### config.mk
export PLATFORM = sky130hd
export DESIGN_NAME = core_top
export DESIGN_NICKNAME = d
export VERILOG_FILES = /design/src/verilog/isa_pkg.sv /design/src/verilog/pipe_pkg.sv /design/src/verilog/alu.sv /design/src/verilog/core_top.sv /design/src/verilog/decoder.sv /design/src/verilog/fetch_stage.sv /design/src/verilog/hazard_unit.sv /design/src/verilog/reg_file.sv
export SDC_FILE = /design/constraint.sdc
export NUM_CORES = 2
export LEC_CHECK = 0
export BUFFER_PORTS_ARGS = -buffer_cell sky130_fd_sc_hd__buf_4
export CAP_MARGIN = 5
export CORE_ASPECT_RATIO = 0.9
export CORE_MARGIN = 2
export CORE_UTILIZATION = 30
export CTS_BUF_LIST = sky130_fd_sc_hd__clkbuf_4
export DETAILED_ROUTE_END_ITERATION = 10
export PLACE_DENSITY_LB_ADDON = 0.08
export RECOVER_POWER = 25
export SLEW_MARGIN = 20
export SYNTH_ARGS = -nofsm -noshare
export SYNTH_HDL_FRONTEND = slang
export SYNTH_SLANG_ARGS = --single-unit
### constraint.sdc
create_clock -name clk -period 6.55 [get_ports clk]
set_input_delay 0.3275 -clock clk [delete_from_list [all_inputs] [get_ports clk]]
set_output_delay 0.3275 -clock clk [all_outputs]
set_load 0.01 [all_outputs]
### src/verilog/isa_pkg.sv
package isa_pkg;

    // Register index and immediate field widths
    localparam int REG_ADDR_W = 5;
    localparam int IMM_W      = 16;

    // Primary opcode, instr[31:26]
    typedef enum logic [5:0] {
        OP_SPECIAL = 6'h00,
        OP_BEQ     = 6'h04,
        OP_BNE     = 6'h05,
        OP_ADDIU   = 6'h09,
        OP_ORI     = 6'h0d,
        OP_LUI     = 6'h0f,
        OP_LW      = 6'h23,
        OP_SW      = 6'h2b
    } opcode_e;

    // Function field of SPECIAL, instr[5:0]
    typedef enum logic [5:0] {
        FN_ADDU = 6'h21,
        FN_SUBU = 6'h23,
        FN_AND  = 6'h24,
        FN_OR   = 6'h25,
        FN_SLT  = 6'h2a
    } funct_e;

endpackage

### src/verilog/pipe_pkg.sv
package pipe_pkg;

    // Data words and addresses
    localparam int XLEN = 32;

    // Execute unit operation
    typedef enum logic [2:0] {
        ALU_ADD,
        ALU_SUB,
        ALU_AND,
        ALU_OR,
        ALU_SLT,
        ALU_LUI
    } alu_op_e;

    // Data port access of an instruction
    typedef enum logic [1:0] {
        MEM_NONE,
        MEM_LOAD,
        MEM_STORE
    } mem_op_e;

    // Source of a decode operand
    typedef enum logic [1:0] {
        FWD_REG,
        FWD_EX,
        FWD_MEM
    } fwd_sel_e;

endpackage

### src/verilog/alu.sv
`timescale 1ns/1ps

module alu (
    input  pipe_pkg::alu_op_e         op,
    input  logic [pipe_pkg::XLEN-1:0] a,
    input  logic [pipe_pkg::XLEN-1:0] b,
    output logic [pipe_pkg::XLEN-1:0] y
);
    import pipe_pkg::*;

    logic less;

    assign less = $signed(a) < $signed(b);

    always_comb begin
        case (op)
            ALU_ADD: y = a + b;
            ALU_SUB: y = a - b;
            ALU_AND: y = a & b;
            ALU_OR:  y = a | b;
            ALU_SLT: y = {{(XLEN-1){1'b0}}, less};
            // Immediate goes to the upper half
            ALU_LUI: y = b << 16;
            default: y = '0;
        endcase
    end

endmodule

### src/verilog/core_top.sv
`timescale 1ns/1ps

module core_top #(
    parameter logic [pipe_pkg::XLEN-1:0] RESET_PC = '0
) (
    input  logic                      clk,
    input  logic                      arst_n,
    input  logic                      inst_ok,
    input  logic [pipe_pkg::XLEN-1:0] inst_data,
    input  logic                      data_ok,
    input  logic [pipe_pkg::XLEN-1:0] data_data,
    output logic                      inst_en,
    output logic [pipe_pkg::XLEN-1:0] inst_addr,
    output logic                      data_en,
    output logic [3:0]                data_wen,
    output logic [pipe_pkg::XLEN-1:0] data_addr,
    output logic [pipe_pkg::XLEN-1:0] data_wdata
);
    import isa_pkg::*;
    import pipe_pkg::*;

    logic                  en_if;
    logic                  en_id_ex;
    logic                  en_ex_mem;
    logic                  en_mem_wb;
    logic                  id_bubble;
    fwd_sel_e              fwd_rs;
    fwd_sel_e              fwd_rt;

    logic [XLEN-1:0]       if_id_instr;
    logic [XLEN-1:0]       if_id_pc;

    logic [REG_ADDR_W-1:0] id_rs;
    logic [REG_ADDR_W-1:0] id_rt;
    logic [REG_ADDR_W-1:0] id_dest;
    logic [XLEN-1:0]       id_imm_ext;
    logic                  id_use_imm;
    alu_op_e               id_alu_op;
    mem_op_e               id_mem_op;
    logic                  id_reg_wen;
    logic                  id_is_branch;
    logic                  id_branch_ne;
    logic [XLEN-1:0]       reg_rs_data;
    logic [XLEN-1:0]       reg_rt_data;
    logic [XLEN-1:0]       rs_value;
    logic [XLEN-1:0]       rt_value;
    logic                  branch_taken;
    logic [XLEN-1:0]       branch_target;

    logic [XLEN-1:0]       id_ex_a;
    logic [XLEN-1:0]       id_ex_b;
    logic [XLEN-1:0]       id_ex_store;
    alu_op_e               id_ex_alu_op;
    mem_op_e               id_ex_mem_op;
    logic [REG_ADDR_W-1:0] id_ex_dest;
    logic                  id_ex_reg_wen;
    logic [XLEN-1:0]       ex_result;

    logic [XLEN-1:0]       ex_mem_result;
    logic [XLEN-1:0]       ex_mem_store;
    mem_op_e               ex_mem_mem_op;
    logic [REG_ADDR_W-1:0] ex_mem_dest;
    logic                  ex_mem_reg_wen;
    logic [XLEN-1:0]       mem_result;
    logic                  data_done;
    logic [XLEN-1:0]       load_hold;

    logic [XLEN-1:0]       mem_wb_result;
    logic [REG_ADDR_W-1:0] mem_wb_dest;
    logic                  mem_wb_reg_wen;

    function automatic logic [XLEN-1:0] pick_operand(
        input fwd_sel_e        sel,
        input logic [XLEN-1:0] reg_val,
        input logic [XLEN-1:0] ex_val,
        input logic [XLEN-1:0] mem_val
    );
        case (sel)
            FWD_EX:  return ex_val;
            FWD_MEM: return mem_val;
            default: return reg_val;
        endcase
    endfunction

    hazard_unit hazard_unit_inst (
        .inst_en     (inst_en),
        .inst_ok     (inst_ok),
        .data_en     (data_en),
        .data_ok     (data_ok),
        .id_rs       (id_rs),
        .id_rt       (id_rt),
        .ex_dest     (id_ex_dest),
        .mem_dest    (ex_mem_dest),
        .ex_reg_wen  (id_ex_reg_wen),
        .mem_reg_wen (ex_mem_reg_wen),
        .ex_mem_op   (id_ex_mem_op),
        .en_if       (en_if),
        .en_id_ex    (en_id_ex),
        .en_ex_mem   (en_ex_mem),
        .en_mem_wb   (en_mem_wb),
        .id_bubble   (id_bubble),
        .fwd_rs      (fwd_rs),
        .fwd_rt      (fwd_rt)
    );

    fetch_stage #(
        .RESET_PC (RESET_PC)
    ) fetch_stage_inst (
        .clk           (clk),
        .arst_n        (arst_n),
        .en_if         (en_if),
        .branch_taken  (branch_taken),
        .branch_target (branch_target),
        .inst_ok       (inst_ok),
        .inst_data     (inst_data),
        .inst_en       (inst_en),
        .inst_addr     (inst_addr),
        .if_id_instr   (if_id_instr),
        .if_id_pc      (if_id_pc)
    );

    decoder decoder_inst (
        .instr     (if_id_instr),
        .rs        (id_rs),
        .rt        (id_rt),
        .dest      (id_dest),
        .imm_ext   (id_imm_ext),
        .use_imm   (id_use_imm),
        .alu_op    (id_alu_op),
        .mem_op    (id_mem_op),
        .reg_wen   (id_reg_wen),
        .is_branch (id_is_branch),
        .branch_ne (id_branch_ne)
    );

    reg_file reg_file_inst (
        .clk     (clk),
        .arst_n  (arst_n),
        .raddr_a (id_rs),
        .raddr_b (id_rt),
        .waddr   (mem_wb_dest),
        .wen     (mem_wb_reg_wen),
        .wdata   (mem_wb_result),
        .rdata_a (reg_rs_data),
        .rdata_b (reg_rt_data)
    );

    assign rs_value = pick_operand(fwd_rs, reg_rs_data, ex_result, mem_result);
    assign rt_value = pick_operand(fwd_rt, reg_rt_data, ex_result, mem_result);

    // Branch resolves in decode, target relative to the delay slot
    assign branch_taken  = id_is_branch && ((rs_value == rt_value) != id_branch_ne);
    assign branch_target = if_id_pc + XLEN'(4) + {id_imm_ext[XLEN-3:0], 2'b00};

    always_ff @(posedge clk or negedge arst_n) begin
        if (!arst_n) begin
            id_ex_mem_op  <= MEM_NONE;
            id_ex_reg_wen <= 1'b0;
        end else if (en_id_ex) begin
            id_ex_mem_op  <= id_bubble ? MEM_NONE : id_mem_op;
            id_ex_reg_wen <= id_bubble ? 1'b0 : id_reg_wen;
        end
    end

    always_ff @(posedge clk) begin
        if (en_id_ex) begin
            id_ex_a      <= rs_value;
            id_ex_b      <= id_use_imm ? id_imm_ext : rt_value;
            id_ex_store  <= rt_value;
            id_ex_alu_op <= id_alu_op;
            id_ex_dest   <= id_dest;
        end
    end

    alu alu_inst (
        .op (id_ex_alu_op),
        .a  (id_ex_a),
        .b  (id_ex_b),
        .y  (ex_result)
    );

    always_ff @(posedge clk or negedge arst_n) begin
        if (!arst_n) begin
            ex_mem_mem_op  <= MEM_NONE;
            ex_mem_reg_wen <= 1'b0;
            data_done      <= 1'b0;
        end else begin
            if (en_ex_mem) begin
                ex_mem_mem_op  <= id_ex_mem_op;
                ex_mem_reg_wen <= id_ex_reg_wen;
            end
            // Access finished but the pipe is held by fetch
            if (en_mem_wb) begin
                data_done <= 1'b0;
            end else if (data_en && data_ok) begin
                data_done <= 1'b1;
            end
        end
    end

    always_ff @(posedge clk) begin
        if (en_ex_mem) begin
            ex_mem_result <= ex_result;
            ex_mem_store  <= id_ex_store;
            ex_mem_dest   <= id_ex_dest;
        end
        if (data_en && data_ok) begin
            load_hold <= data_data;
        end
    end

    assign data_en    = (ex_mem_mem_op != MEM_NONE) && !data_done;
    assign data_wen   = (ex_mem_mem_op == MEM_STORE) ? 4'hf : 4'h0;
    assign data_addr  = ex_mem_result;
    assign data_wdata = ex_mem_store;

    assign mem_result = (ex_mem_mem_op != MEM_LOAD) ? ex_mem_result :
                        data_done ? load_hold : data_data;

    always_ff @(posedge clk or negedge arst_n) begin
        if (!arst_n) begin
            mem_wb_reg_wen <= 1'b0;
        end else if (en_mem_wb) begin
            mem_wb_reg_wen <= ex_mem_reg_wen;
        end
    end

    always_ff @(posedge clk) begin
        if (en_mem_wb) begin
            mem_wb_result <= mem_result;
            mem_wb_dest   <= ex_mem_dest;
        end
    end

    // Waiting data access holds the whole request
    assert property (@(posedge clk) disable iff (!arst_n)
        data_en && !data_ok |=> data_en && $stable(data_addr) &&
                                $stable(data_wdata) && $stable(data_wen));

endmodule

### src/verilog/decoder.sv
`timescale 1ns/1ps

module decoder (
    input  logic [pipe_pkg::XLEN-1:0]       instr,
    output logic [isa_pkg::REG_ADDR_W-1:0]  rs,
    output logic [isa_pkg::REG_ADDR_W-1:0]  rt,
    output logic [isa_pkg::REG_ADDR_W-1:0]  dest,
    output logic [pipe_pkg::XLEN-1:0]       imm_ext,
    output logic                            use_imm,
    output pipe_pkg::alu_op_e               alu_op,
    output pipe_pkg::mem_op_e               mem_op,
    output logic                            reg_wen,
    output logic                            is_branch,
    output logic                            branch_ne
);
    import isa_pkg::*;
    import pipe_pkg::*;

    opcode_e               opcode;
    funct_e                funct;
    logic [REG_ADDR_W-1:0] rd;
    logic [IMM_W-1:0]      imm;
    logic                  zero_ext;

    assign opcode = opcode_e'(instr[31:26]);
    assign funct  = funct_e'(instr[5:0]);
    assign rs     = instr[25:21];
    assign rt     = instr[20:16];
    assign rd     = instr[15:11];
    assign imm    = instr[15:0];

    assign imm_ext = zero_ext ? {{(XLEN-IMM_W){1'b0}}, imm}
                              : {{(XLEN-IMM_W){imm[IMM_W-1]}}, imm};

    always_comb begin
        dest      = rt;
        use_imm   = 1'b1;
        zero_ext  = 1'b0;
        alu_op    = ALU_ADD;
        mem_op    = MEM_NONE;
        reg_wen   = 1'b0;
        is_branch = 1'b0;
        branch_ne = 1'b0;
        case (opcode)
            OP_SPECIAL: begin
                dest    = rd;
                use_imm = 1'b0;
                reg_wen = 1'b1;
                case (funct)
                    FN_ADDU: alu_op = ALU_ADD;
                    FN_SUBU: alu_op = ALU_SUB;
                    FN_AND:  alu_op = ALU_AND;
                    FN_OR:   alu_op = ALU_OR;
                    FN_SLT:  alu_op = ALU_SLT;
                    // Includes sll $0 (the canonical nop)
                    default: reg_wen = 1'b0;
                endcase
            end
            OP_ADDIU: reg_wen = 1'b1;
            OP_ORI: begin
                alu_op   = ALU_OR;
                zero_ext = 1'b1;
                reg_wen  = 1'b1;
            end
            OP_LUI: begin
                alu_op   = ALU_LUI;
                zero_ext = 1'b1;
                reg_wen  = 1'b1;
            end
            OP_LW: begin
                mem_op  = MEM_LOAD;
                reg_wen = 1'b1;
            end
            OP_SW:  mem_op = MEM_STORE;
            OP_BEQ: is_branch = 1'b1;
            OP_BNE: begin
                is_branch = 1'b1;
                branch_ne = 1'b1;
            end
            default: ;
        endcase
    end

endmodule

### src/verilog/fetch_stage.sv
`timescale 1ns/1ps

module fetch_stage #(
    parameter logic [pipe_pkg::XLEN-1:0] RESET_PC = '0
) (
    input  logic                      clk,
    input  logic                      arst_n,
    input  logic                      en_if,
    input  logic                      branch_taken,
    input  logic [pipe_pkg::XLEN-1:0] branch_target,
    input  logic                      inst_ok,
    input  logic [pipe_pkg::XLEN-1:0] inst_data,
    output logic                      inst_en,
    output logic [pipe_pkg::XLEN-1:0] inst_addr,
    output logic [pipe_pkg::XLEN-1:0] if_id_instr,
    output logic [pipe_pkg::XLEN-1:0] if_id_pc
);
    import pipe_pkg::*;

    logic [XLEN-1:0] pc;
    logic [XLEN-1:0] held_instr;
    logic            held_valid;
    logic [XLEN-1:0] fetched;

    // A word that arrived while the pipe was stalled is kept until decode takes it
    assign inst_en   = !held_valid;
    assign inst_addr = pc;
    assign fetched   = held_valid ? held_instr : inst_data;

    always_ff @(posedge clk or negedge arst_n) begin
        if (!arst_n) begin
            pc          <= RESET_PC;
            held_valid  <= 1'b0;
            if_id_instr <= '0;
        end else if (en_if) begin
            pc          <= branch_taken ? branch_target : pc + XLEN'(4);
            held_valid  <= 1'b0;
            if_id_instr <= fetched;
        end else if (inst_en && inst_ok) begin
            held_valid  <= 1'b1;
        end
    end

    always_ff @(posedge clk) begin
        if (en_if) begin
            if_id_pc <= pc;
        end
        if (inst_en && inst_ok && !en_if) begin
            held_instr <= inst_data;
        end
    end

    // Waiting fetch keeps its address
    assert property (@(posedge clk) disable iff (!arst_n)
        inst_en && !inst_ok |=> inst_en && $stable(inst_addr));

endmodule

### src/verilog/hazard_unit.sv
`timescale 1ns/1ps

module hazard_unit (
    input  logic                           inst_en,
    input  logic                           inst_ok,
    input  logic                           data_en,
    input  logic                           data_ok,
    input  logic [isa_pkg::REG_ADDR_W-1:0] id_rs,
    input  logic [isa_pkg::REG_ADDR_W-1:0] id_rt,
    input  logic [isa_pkg::REG_ADDR_W-1:0] ex_dest,
    input  logic [isa_pkg::REG_ADDR_W-1:0] mem_dest,
    input  logic                           ex_reg_wen,
    input  logic                           mem_reg_wen,
    input  pipe_pkg::mem_op_e              ex_mem_op,
    output logic                           en_if,
    output logic                           en_id_ex,
    output logic                           en_ex_mem,
    output logic                           en_mem_wb,
    output logic                           id_bubble,
    output pipe_pkg::fwd_sel_e             fwd_rs,
    output pipe_pkg::fwd_sel_e             fwd_rt
);
    import isa_pkg::*;
    import pipe_pkg::*;

    logic port_stall;
    logic load_use;

    // Newest producer wins
    function automatic fwd_sel_e select_src(input logic [REG_ADDR_W-1:0] src);
        if (src == '0) begin
            return FWD_REG;
        end
        if (ex_reg_wen && ex_dest == src) begin
            return FWD_EX;
        end
        if (mem_reg_wen && mem_dest == src) begin
            return FWD_MEM;
        end
        return FWD_REG;
    endfunction

    always_comb begin
        fwd_rs = select_src(id_rs);
        fwd_rt = select_src(id_rt);
    end

    assign port_stall = (inst_en && !inst_ok) || (data_en && !data_ok);
    assign load_use   = (ex_mem_op == MEM_LOAD) && (ex_dest != '0) &&
                        (ex_dest == id_rs || ex_dest == id_rt);

    assign en_if     = !port_stall && !load_use;
    assign en_id_ex  = !port_stall;
    assign en_ex_mem = !port_stall;
    assign en_mem_wb = !port_stall;
    assign id_bubble = load_use;

endmodule

### src/verilog/reg_file.sv
`timescale 1ns/1ps

module reg_file (
    input  logic                           clk,
    input  logic                           arst_n,
    input  logic [isa_pkg::REG_ADDR_W-1:0] raddr_a,
    input  logic [isa_pkg::REG_ADDR_W-1:0] raddr_b,
    input  logic [isa_pkg::REG_ADDR_W-1:0] waddr,
    input  logic                           wen,
    input  logic [pipe_pkg::XLEN-1:0]      wdata,
    output logic [pipe_pkg::XLEN-1:0]      rdata_a,
    output logic [pipe_pkg::XLEN-1:0]      rdata_b
);
    import isa_pkg::*;
    import pipe_pkg::*;

    logic [XLEN-1:0]       regs [2**REG_ADDR_W];
    logic                  wr_live;

    assign wr_live = wen && (waddr != '0);

    always_ff @(posedge clk or negedge arst_n) begin
        if (!arst_n) begin
            for (int i = 0; i < 2**REG_ADDR_W; i++) begin
                regs[i] <= '0;
            end
        end else if (wr_live) begin
            regs[waddr] <= wdata;
        end
    end

    // Writeback bypass, $0 always zero
    assign rdata_a = (raddr_a == '0) ? '0 :
                     (wr_live && waddr == raddr_a) ? wdata : regs[raddr_a];
    assign rdata_b = (raddr_b == '0) ? '0 :
                     (wr_live && waddr == raddr_b) ? wdata : regs[raddr_b];

endmodule
[After elaboration in Yosys (flattened, before gate mapping)]
Index checks and enable logic that the tools add are counted.
Cells by class
  mux-type cells: 62
  eq/ne operators: 33
  bitwise operators: 5
  add/subtract/negate cells: 5
  reductions and logical operators: 39
  magnitude comparators: 5
Operators by type and width (count)
  $bwmux 1024: 1
  $mux 32: 15
  $bmux 32 s5: 2
  $pmux 32 s6: 1
  $demux 32 s5: 1
  $pmux 32 s2: 2
  $add 32x3->32 const B: 2
  $add 32x32->32: 2
  $eq 6x6->1 const B: 7
  $and 32x32->32: 1
  $eq 32x32->1: 1
  $lt 32x32->1: 1
  $or 32x32->32: 1
  $sub 32x32->32: 1
  $eq 5x5->1: 6
  $mux 2: 13
  $mux 1: 21
  $eq 6x4->1 const B: 3
  $ge 6x6->1 const B: 3
  $logic_and 1x1->1: 18
  $not 5->6: 3
  $eq 6x3->1 const B: 2
  $pmux 3 s4: 1
  $logic_not 5->1: 2
  other kinds (23): 39
Storage, ports and cells
  register bits after elaboration: 1403
  input bits: 68

[Depth between registers and ports, before layout]
  depth after elaboration: 15
  mapped depth: 23
  gate-level depth less buffers: 22

[By module]
From an unflattened synthesis, not the netlist that was laid out.
Second synthesis, totals
  cells, all modules: 6221
  area, all modules: 79431.2 um^2
Modules (own cells, without submodules)
  reg_file: area each 55797.3 um^2, cells each 4024, instances 1
  core_top: area each 12311.8 um^2, cells each 862, instances 1
  fetch_stage: area each 5442.7 um^2, cells each 449, instances 1
  alu: area each 4926.0 um^2, cells each 761, instances 1
  decoder: area each 619.3 um^2, cells each 78, instances 1
  hazard_unit: area each 334.1 um^2, cells each 47, instances 1

[Worst setup path before layout]
No wires, ideal clock.
  path type: register -> register
  from: register data_done
  to: register ex_mem_result[0], in the netlist data_addr[0] (enable)
  cell stages (with the launch flop): 7
  slack: 0.034 ns
  library setup time: 0.565 ns
  data arrival time: 5.952 ns
  required time: 5.985 ns
  buffers on the path: 4
  cell sequence: dfrtp_1 -> clkbuf_1 -> buf_2 -> buf_2 -> buf_2 -> o32ai_1 -> inv_1
On the way
  longest elaborated chain between the ends: 4
Ends and longest elaborated chain
  start: declaration: RTL line core_top.sv:65  | logic data_done;
  start signal: assignment: RTL line core_top.sv:186  | data_done <= 1'b0;
  start signal: assignment: RTL line core_top.sv:194  | data_done <= 1'b0;
  start signal: assignment: RTL line core_top.sv:196  | data_done <= 1'b1;
  $logic_not 1->1: RTL line core_top.sv:212  | assign data_en = (ex_mem_mem_op != MEM_NONE) && !data_done;
  $logic_and 1x1->1: RTL line core_top.sv:212
  $logic_and 1x1->1: RTL line hazard_unit.sv:48  | assign port_stall = (inst_en && !inst_ok) || (data_en && !data_ok);
  $logic_or 1x1->1: RTL line hazard_unit.sv:48
  end signal: assignment: RTL line core_top.sv:203  | ex_mem_result <= ex_result;
  end: declaration: RTL line core_top.sv:59  | logic [XLEN-1:0] ex_mem_result;
No other way between the ends.
A chain may end at the register's enable or synchronous reset.

[Worst setup path after layout]
  from: register fetch_stage_inst.if_id_instr[21] in the netlist's numbering
  to: register fetch_stage_inst.pc[0], in the netlist fetch_stage_inst.inst_addr[0]
On the way
  longest elaborated chain between the ends: 14
  elaborated cells on any way between the ends: 35
  classes of those cells: eq/ne: 7; mux: 18; bitwise: 1; reduce/logical: 9
Ends and longest elaborated chain
  start: declaration: RTL line fetch_stage.sv:15  | output logic [pipe_pkg::XLEN-1:0] if_id_instr,
  start signal: assignment: RTL line fetch_stage.sv:38  | if_id_instr <= fetched;
  $eq 5x5->1: RTL line hazard_unit.sv:37  | if (mem_reg_wen && mem_dest == src) begin
  $logic_and 1x1->1: RTL line hazard_unit.sv:37
  $mux 1 (2 in series): RTL line hazard_unit.sv:37
  $mux 1: RTL line hazard_unit.sv:34  | if (ex_reg_wen && ex_dest == src) begin
  $mux 2: RTL line hazard_unit.sv:40  | return FWD_REG;
  $mux 2: RTL line hazard_unit.sv:37
  $mux 2: RTL line hazard_unit.sv:34
  $eq 2x2->1 / $eq 2x1->1 (equally long branches): RTL line core_top.sv:78  | case (sel)
  $pmux 32 s2: RTL line core_top.sv:78
  $eq 32x32->1: RTL line core_top.sv:152  | assign branch_taken = id_is_branch && ((rs_value == rt_value) != id_branch_ne);
  $ne 1x1->1: RTL line core_top.sv:152
  $logic_and 1x1->1: RTL line core_top.sv:152
  $mux 32: RTL line fetch_stage.sv:36  | pc <= branch_taken ? branch_target : pc + XLEN'(4);
  end signal: assignment: RTL line fetch_stage.sv:36
  end: declaration: RTL line fetch_stage.sv:20  | logic [XLEN-1:0] pc;
Several ways; a longest one is shown, not always the timed one. The select of a mux whose other input is x is not followed.

==> key figures <==
Timing
  – Worst rel slew slack: -2.07
  – Fin. max-slew vios: 599
  – Worst Skew: 0.101 ns
  – Final worst path period share: 0.968
  – Final Critical Period: 6.34 ns
  – Final Hold Vio Count: 0
  – RSZ-0062 raised after global routing: no
  – Worst slew pin tran: 4.61 ns
  – Final WS setup: 0.212 ns
  – Fmax: 158 MHz
  – # setup viols final: 0

Placed design
  – Pre-CTS setup slack: -0.147 ns
  – Post-place instance area: 85000 um^2
  – Routability Congestion: 0.918
  – Dpl hpwl: 217 mm
  – I/O Buffers: 169

Synthesis
  – Largest cells by area after synthesis: dfrtp_1, mux2_2, mux4_2, edfxtp_1, mux2i_1
  – Yosys top cell area share: 0.351
  – Post-synth EDFFs: 306
  – Simple-gate share of the synthesized area: 0.0510
  – Post-synth top flop: dfrtp_1
  – #FFs+latches synth: 1403
  – Synth cell types: 93
  – Post-synthesis compound-gate area fraction: 0.0752
  – Sequential-to-total area share from yosys stat: 0.469
  – Syn nets: 6188
  – Synth Instances: 5953
  – Fraction of the mapped netlist area in adder cells: 0.0270
  – Syn. warnings: 0
  – Avg Cell Area, Syn: 13.1 um^2
  – Mapped Area: 78200 um^2
  – Synth Area in XOR/XNOR: 0.0119
  – Mux cell area share after synthesis: 0.329
  – Cell taking the most area after synthesis: dfrtp_1
  – Main combinational cell family by area after synthesis: multiplexers
  – Share of synthesized registers carrying an async set or reset: 0.782

Job
  – Max-cap viol count: 8

Floorplanning
  – Floorplan row count: 177
  – Core area: 259000 um^2
  – Initial Utilization: 0.302
  – Die Span Y: 488 um
  – Die Wd: 542 um
  – Die Area: 265000 um^2
  – # IOs: 170

Route
  – Drt total wl: 326 mm
  – Drt first pass iters: 7
  – Top Metal Used: met5
  – DR iter-0 viols: 4847
  – Met2 routed wirelength: 145 mm
  – Final antenna-violating net count: 0
  – M1 wire length: 154 mm
  – Vias per cell: 5.57
  – Residual DRC: 0
  – Via Count: 57.0k
  – Routed len/inst: 31.9 um
  – Met3 WL post-DR: 18.2 mm

Global routing
  – Gr usage total: 0.243
  – Vias in the first global route: 57.8k
  – Gr ovfl total: 0
  – Largest net degree at the start of global routing: 158
  – Initial antenna violation count: 18
  – First-pass GRT wire length: 459 mm

Setup path
  – CP arrival: 7.51 ns
  – Setup CP Type: flop to flop
  – Reg2reg path depth: 21
  – CP delay by family, top: multiplexers
  – Reg2Reg Setup Slack: 0.21 ns
  – Endpoint type of the worst setup path: flop
  – CP Data Required Time: 7.72 ns
  – CP Cell Sequence: buf_12, buf_12, buf_6, mux4_2, mux4_2, nand2_1, a21oi_1, a21oi_1, buf_4, o21ai_0, a21oi_1, mux2i_1, nand2_1, o21ai_0, or4_1, nor4_2, buf_4, mux2i_4, buf_12, or2_1, mux2_1
  – Worst reg2reg path startpoint: fetch_stage_inst.if_id_instr[21]
  – Max FO, Critical Path: 36
  – FF-to-FF End: fetch_stage_inst.inst_addr[0]
  – Largest stage delay on the critical path: 0.60 ns
  – Setup crit start kind: flop
  – Critical Path Slowest Stage Cell: dfrtp_4
  – Buf/Inv on CP: 6

Finish
  – Top reg by flops: reg_file_inst.regs
  – Max FFs per register: 1024
  – Final instance area: 91600 um^2
  – Layout cell share with drive strength beyond 1: 0.409
  – Nets: 6766
  – Fillcell total: 25.5k
  – Area growth syn-to-layout: 17.2%

Clock network
  – Reg clk slew, reported paths: 0.06 ns
  – Depth of the CTS H-tree: 5
  – Root Driver: clkbuf_4
  – Worst-Skew Late Latency: 1.33 ns
  – Clk buf depth: 4
  – CTS Buf Count: 409
  – CTS Sinks: 1403
  – CTS tree: done

Worst hold path
  – HP Start: inst_data[17]
  – Worst Hold Class: input port to flop
  – Hold Path Depth: 4
  – Hold EP: fetch_stage_inst.if_id_instr[17]

Power
  – LEAKAGE: 40.9 nW
  – Worst vdd ir: 0.133 mV
  – P per Cell Area: 364 nW/um^2

Outcome
  – Failing checks: max-capacitance violations, max-slew violations
  – Status: finished, violations left
[synthesized netlist by cell type, types with 17 or more instances]
cell,count
inv_1,179
xnor2_1,71
o211ai_1,38
o21bai_1,19
a2bb2oi_1,23
xor2_1,35
buf_1,89
o221ai_1,17
nand2_1,311
a22oi_1,55
clkbuf_1,304
o22ai_1,42
a211oi_1,28
o21a_1,21
mux2_2,1025
mux2i_1,283
and3_1,28
mux4_2,501
o21ai_0,201
nand4_1,29
ha_1,164
nand2b_1,24
nor2b_1,35
a31oi_1,30
o31ai_1,18
a21oi_1,207
buf_2,104
a221oi_1,31
a21o_1,26
dfrtp_1,1097
nand3_1,84
buf_4,22
nor2_1,226
nor3_1,54
edfxtp_1,306
[cell usage in the layout, fill, tap and decap left out, types with 134 or more instances in the layout]
cell type      Yosys  routed
mux2i_1          283     283
clkbuf_4           0     658
ha_1             164     164
o21ai_0          201     196
mux2_2          1025    1025
dfrtp_1         1097    1085
inv_1            179     178
edfxtp_1         306     306
nand2_1          311     296
a21oi_1          207     205
mux4_2           501     501
buf_4             22     446
nor2_1           226     208
dlygate4sd3_1      0     134
[where the power goes]
| part | total (mW) | switching [mW] | internal [mW] |
|---|---|---|---|
| clock network | 8.55 | 4.16 | 4.39 |
| registers | 12.5 | 1.57 | 10.9 |
| logic | 12.4 | 7.23 | 5.12 |
[cell families after synthesis]
logic type | count (synthesis)
AND/OR/NAND/NOR | 868
AO/OA/AOI/OAI | 889
buffers and inverters | 708
flip-flops | 1403
multiplexers | 1812
XOR/XNOR | 106
adder cells (fa/ha/maj) | 167
[repair_timing]
item / CTS / global route
pin swaps: 0 / 1
setup endpoints to repair: 29 / 32
setup buffers: 0 / 9
hold buffers: 135 / 0
hold endpoints to repair: 1019 / 0
resized for setup: 1 / 27
[layer usage]
metal	GRT usage	up-vias
met4	0.0702	6
met1	0.358	30522
li1	-	23988
met3	0.0368	476
met2	0.368	2012
met5	0	-
[through the flow]
stage | power, mW | instances | hold slack (ns) | utilization | TNS, ns
6_report | 33.4 | 10243 | 0.184 | 0.354 | 0
3_3_place_gp | 24.7 | 9370 | 0.377 | 0.328 | -0.118
2_1_floorplan | 19.3 | 5953 | 0.0319 | - | 0
4_1_cts | 33.6 | 10223 | 0.0318 | 0.354 | 0
5_1_grt | 35.1 | 10237 | 0.141 | 0.354 | 0
3_5_place_dp | 24.7 | 9373 | 0.383 | 0.328 | -1.44
[layout make-up]
| class | instances | area (um^2) | share of cell area |
|---|---|---|---|
| antenna | 7 | 17.5 | 0.000191 |
| clock buffer | 617 | 4630 | 0.0506 |
| clock inverter | 98 | 504 | 0.00550 |
| inverter | 182 | 691 | 0.00754 |
| multi-input combinational | 3842 | 39000 | 0.426 |
| sequential | 1403 | 36700 | 0.400 |
| tap | 3401 | 4260 | 0.0464 |
| timing repair buffer | 693 | 5860 | 0.0639 |
[worst reg2reg max path: cells and delay by family (launching register included)]
kind	cells	cell delay [ns]
mux	5	1.80
buf+inv	6	1.55
simple gates	5	1.31
compound gates	5	0.96
flops	1	0.60
[how the worst max path moves through the flow]
stage                                     startpoint                            end  slack (ns)  depth (start not counted)
floorplan                                  data_done                   data_addr[0]        0.03                          6
CTS                                       id_ex_a[8]  fetch_stage_inst.inst_addr[0]        0.05                         23
global placement    fetch_stage_inst.if_id_instr[16]  fetch_stage_inst.inst_addr[1]       -0.04                         18
finish              fetch_stage_inst.if_id_instr[21]  fetch_stage_inst.inst_addr[0]        0.21                         21
global route        fetch_stage_inst.if_id_instr[24]  fetch_stage_inst.inst_addr[0]       0.002                         20
detailed placement  fetch_stage_inst.if_id_instr[16]  fetch_stage_inst.inst_addr[0]       -0.15                         18
No activity file was read; power rests on OpenSTA's default activity.
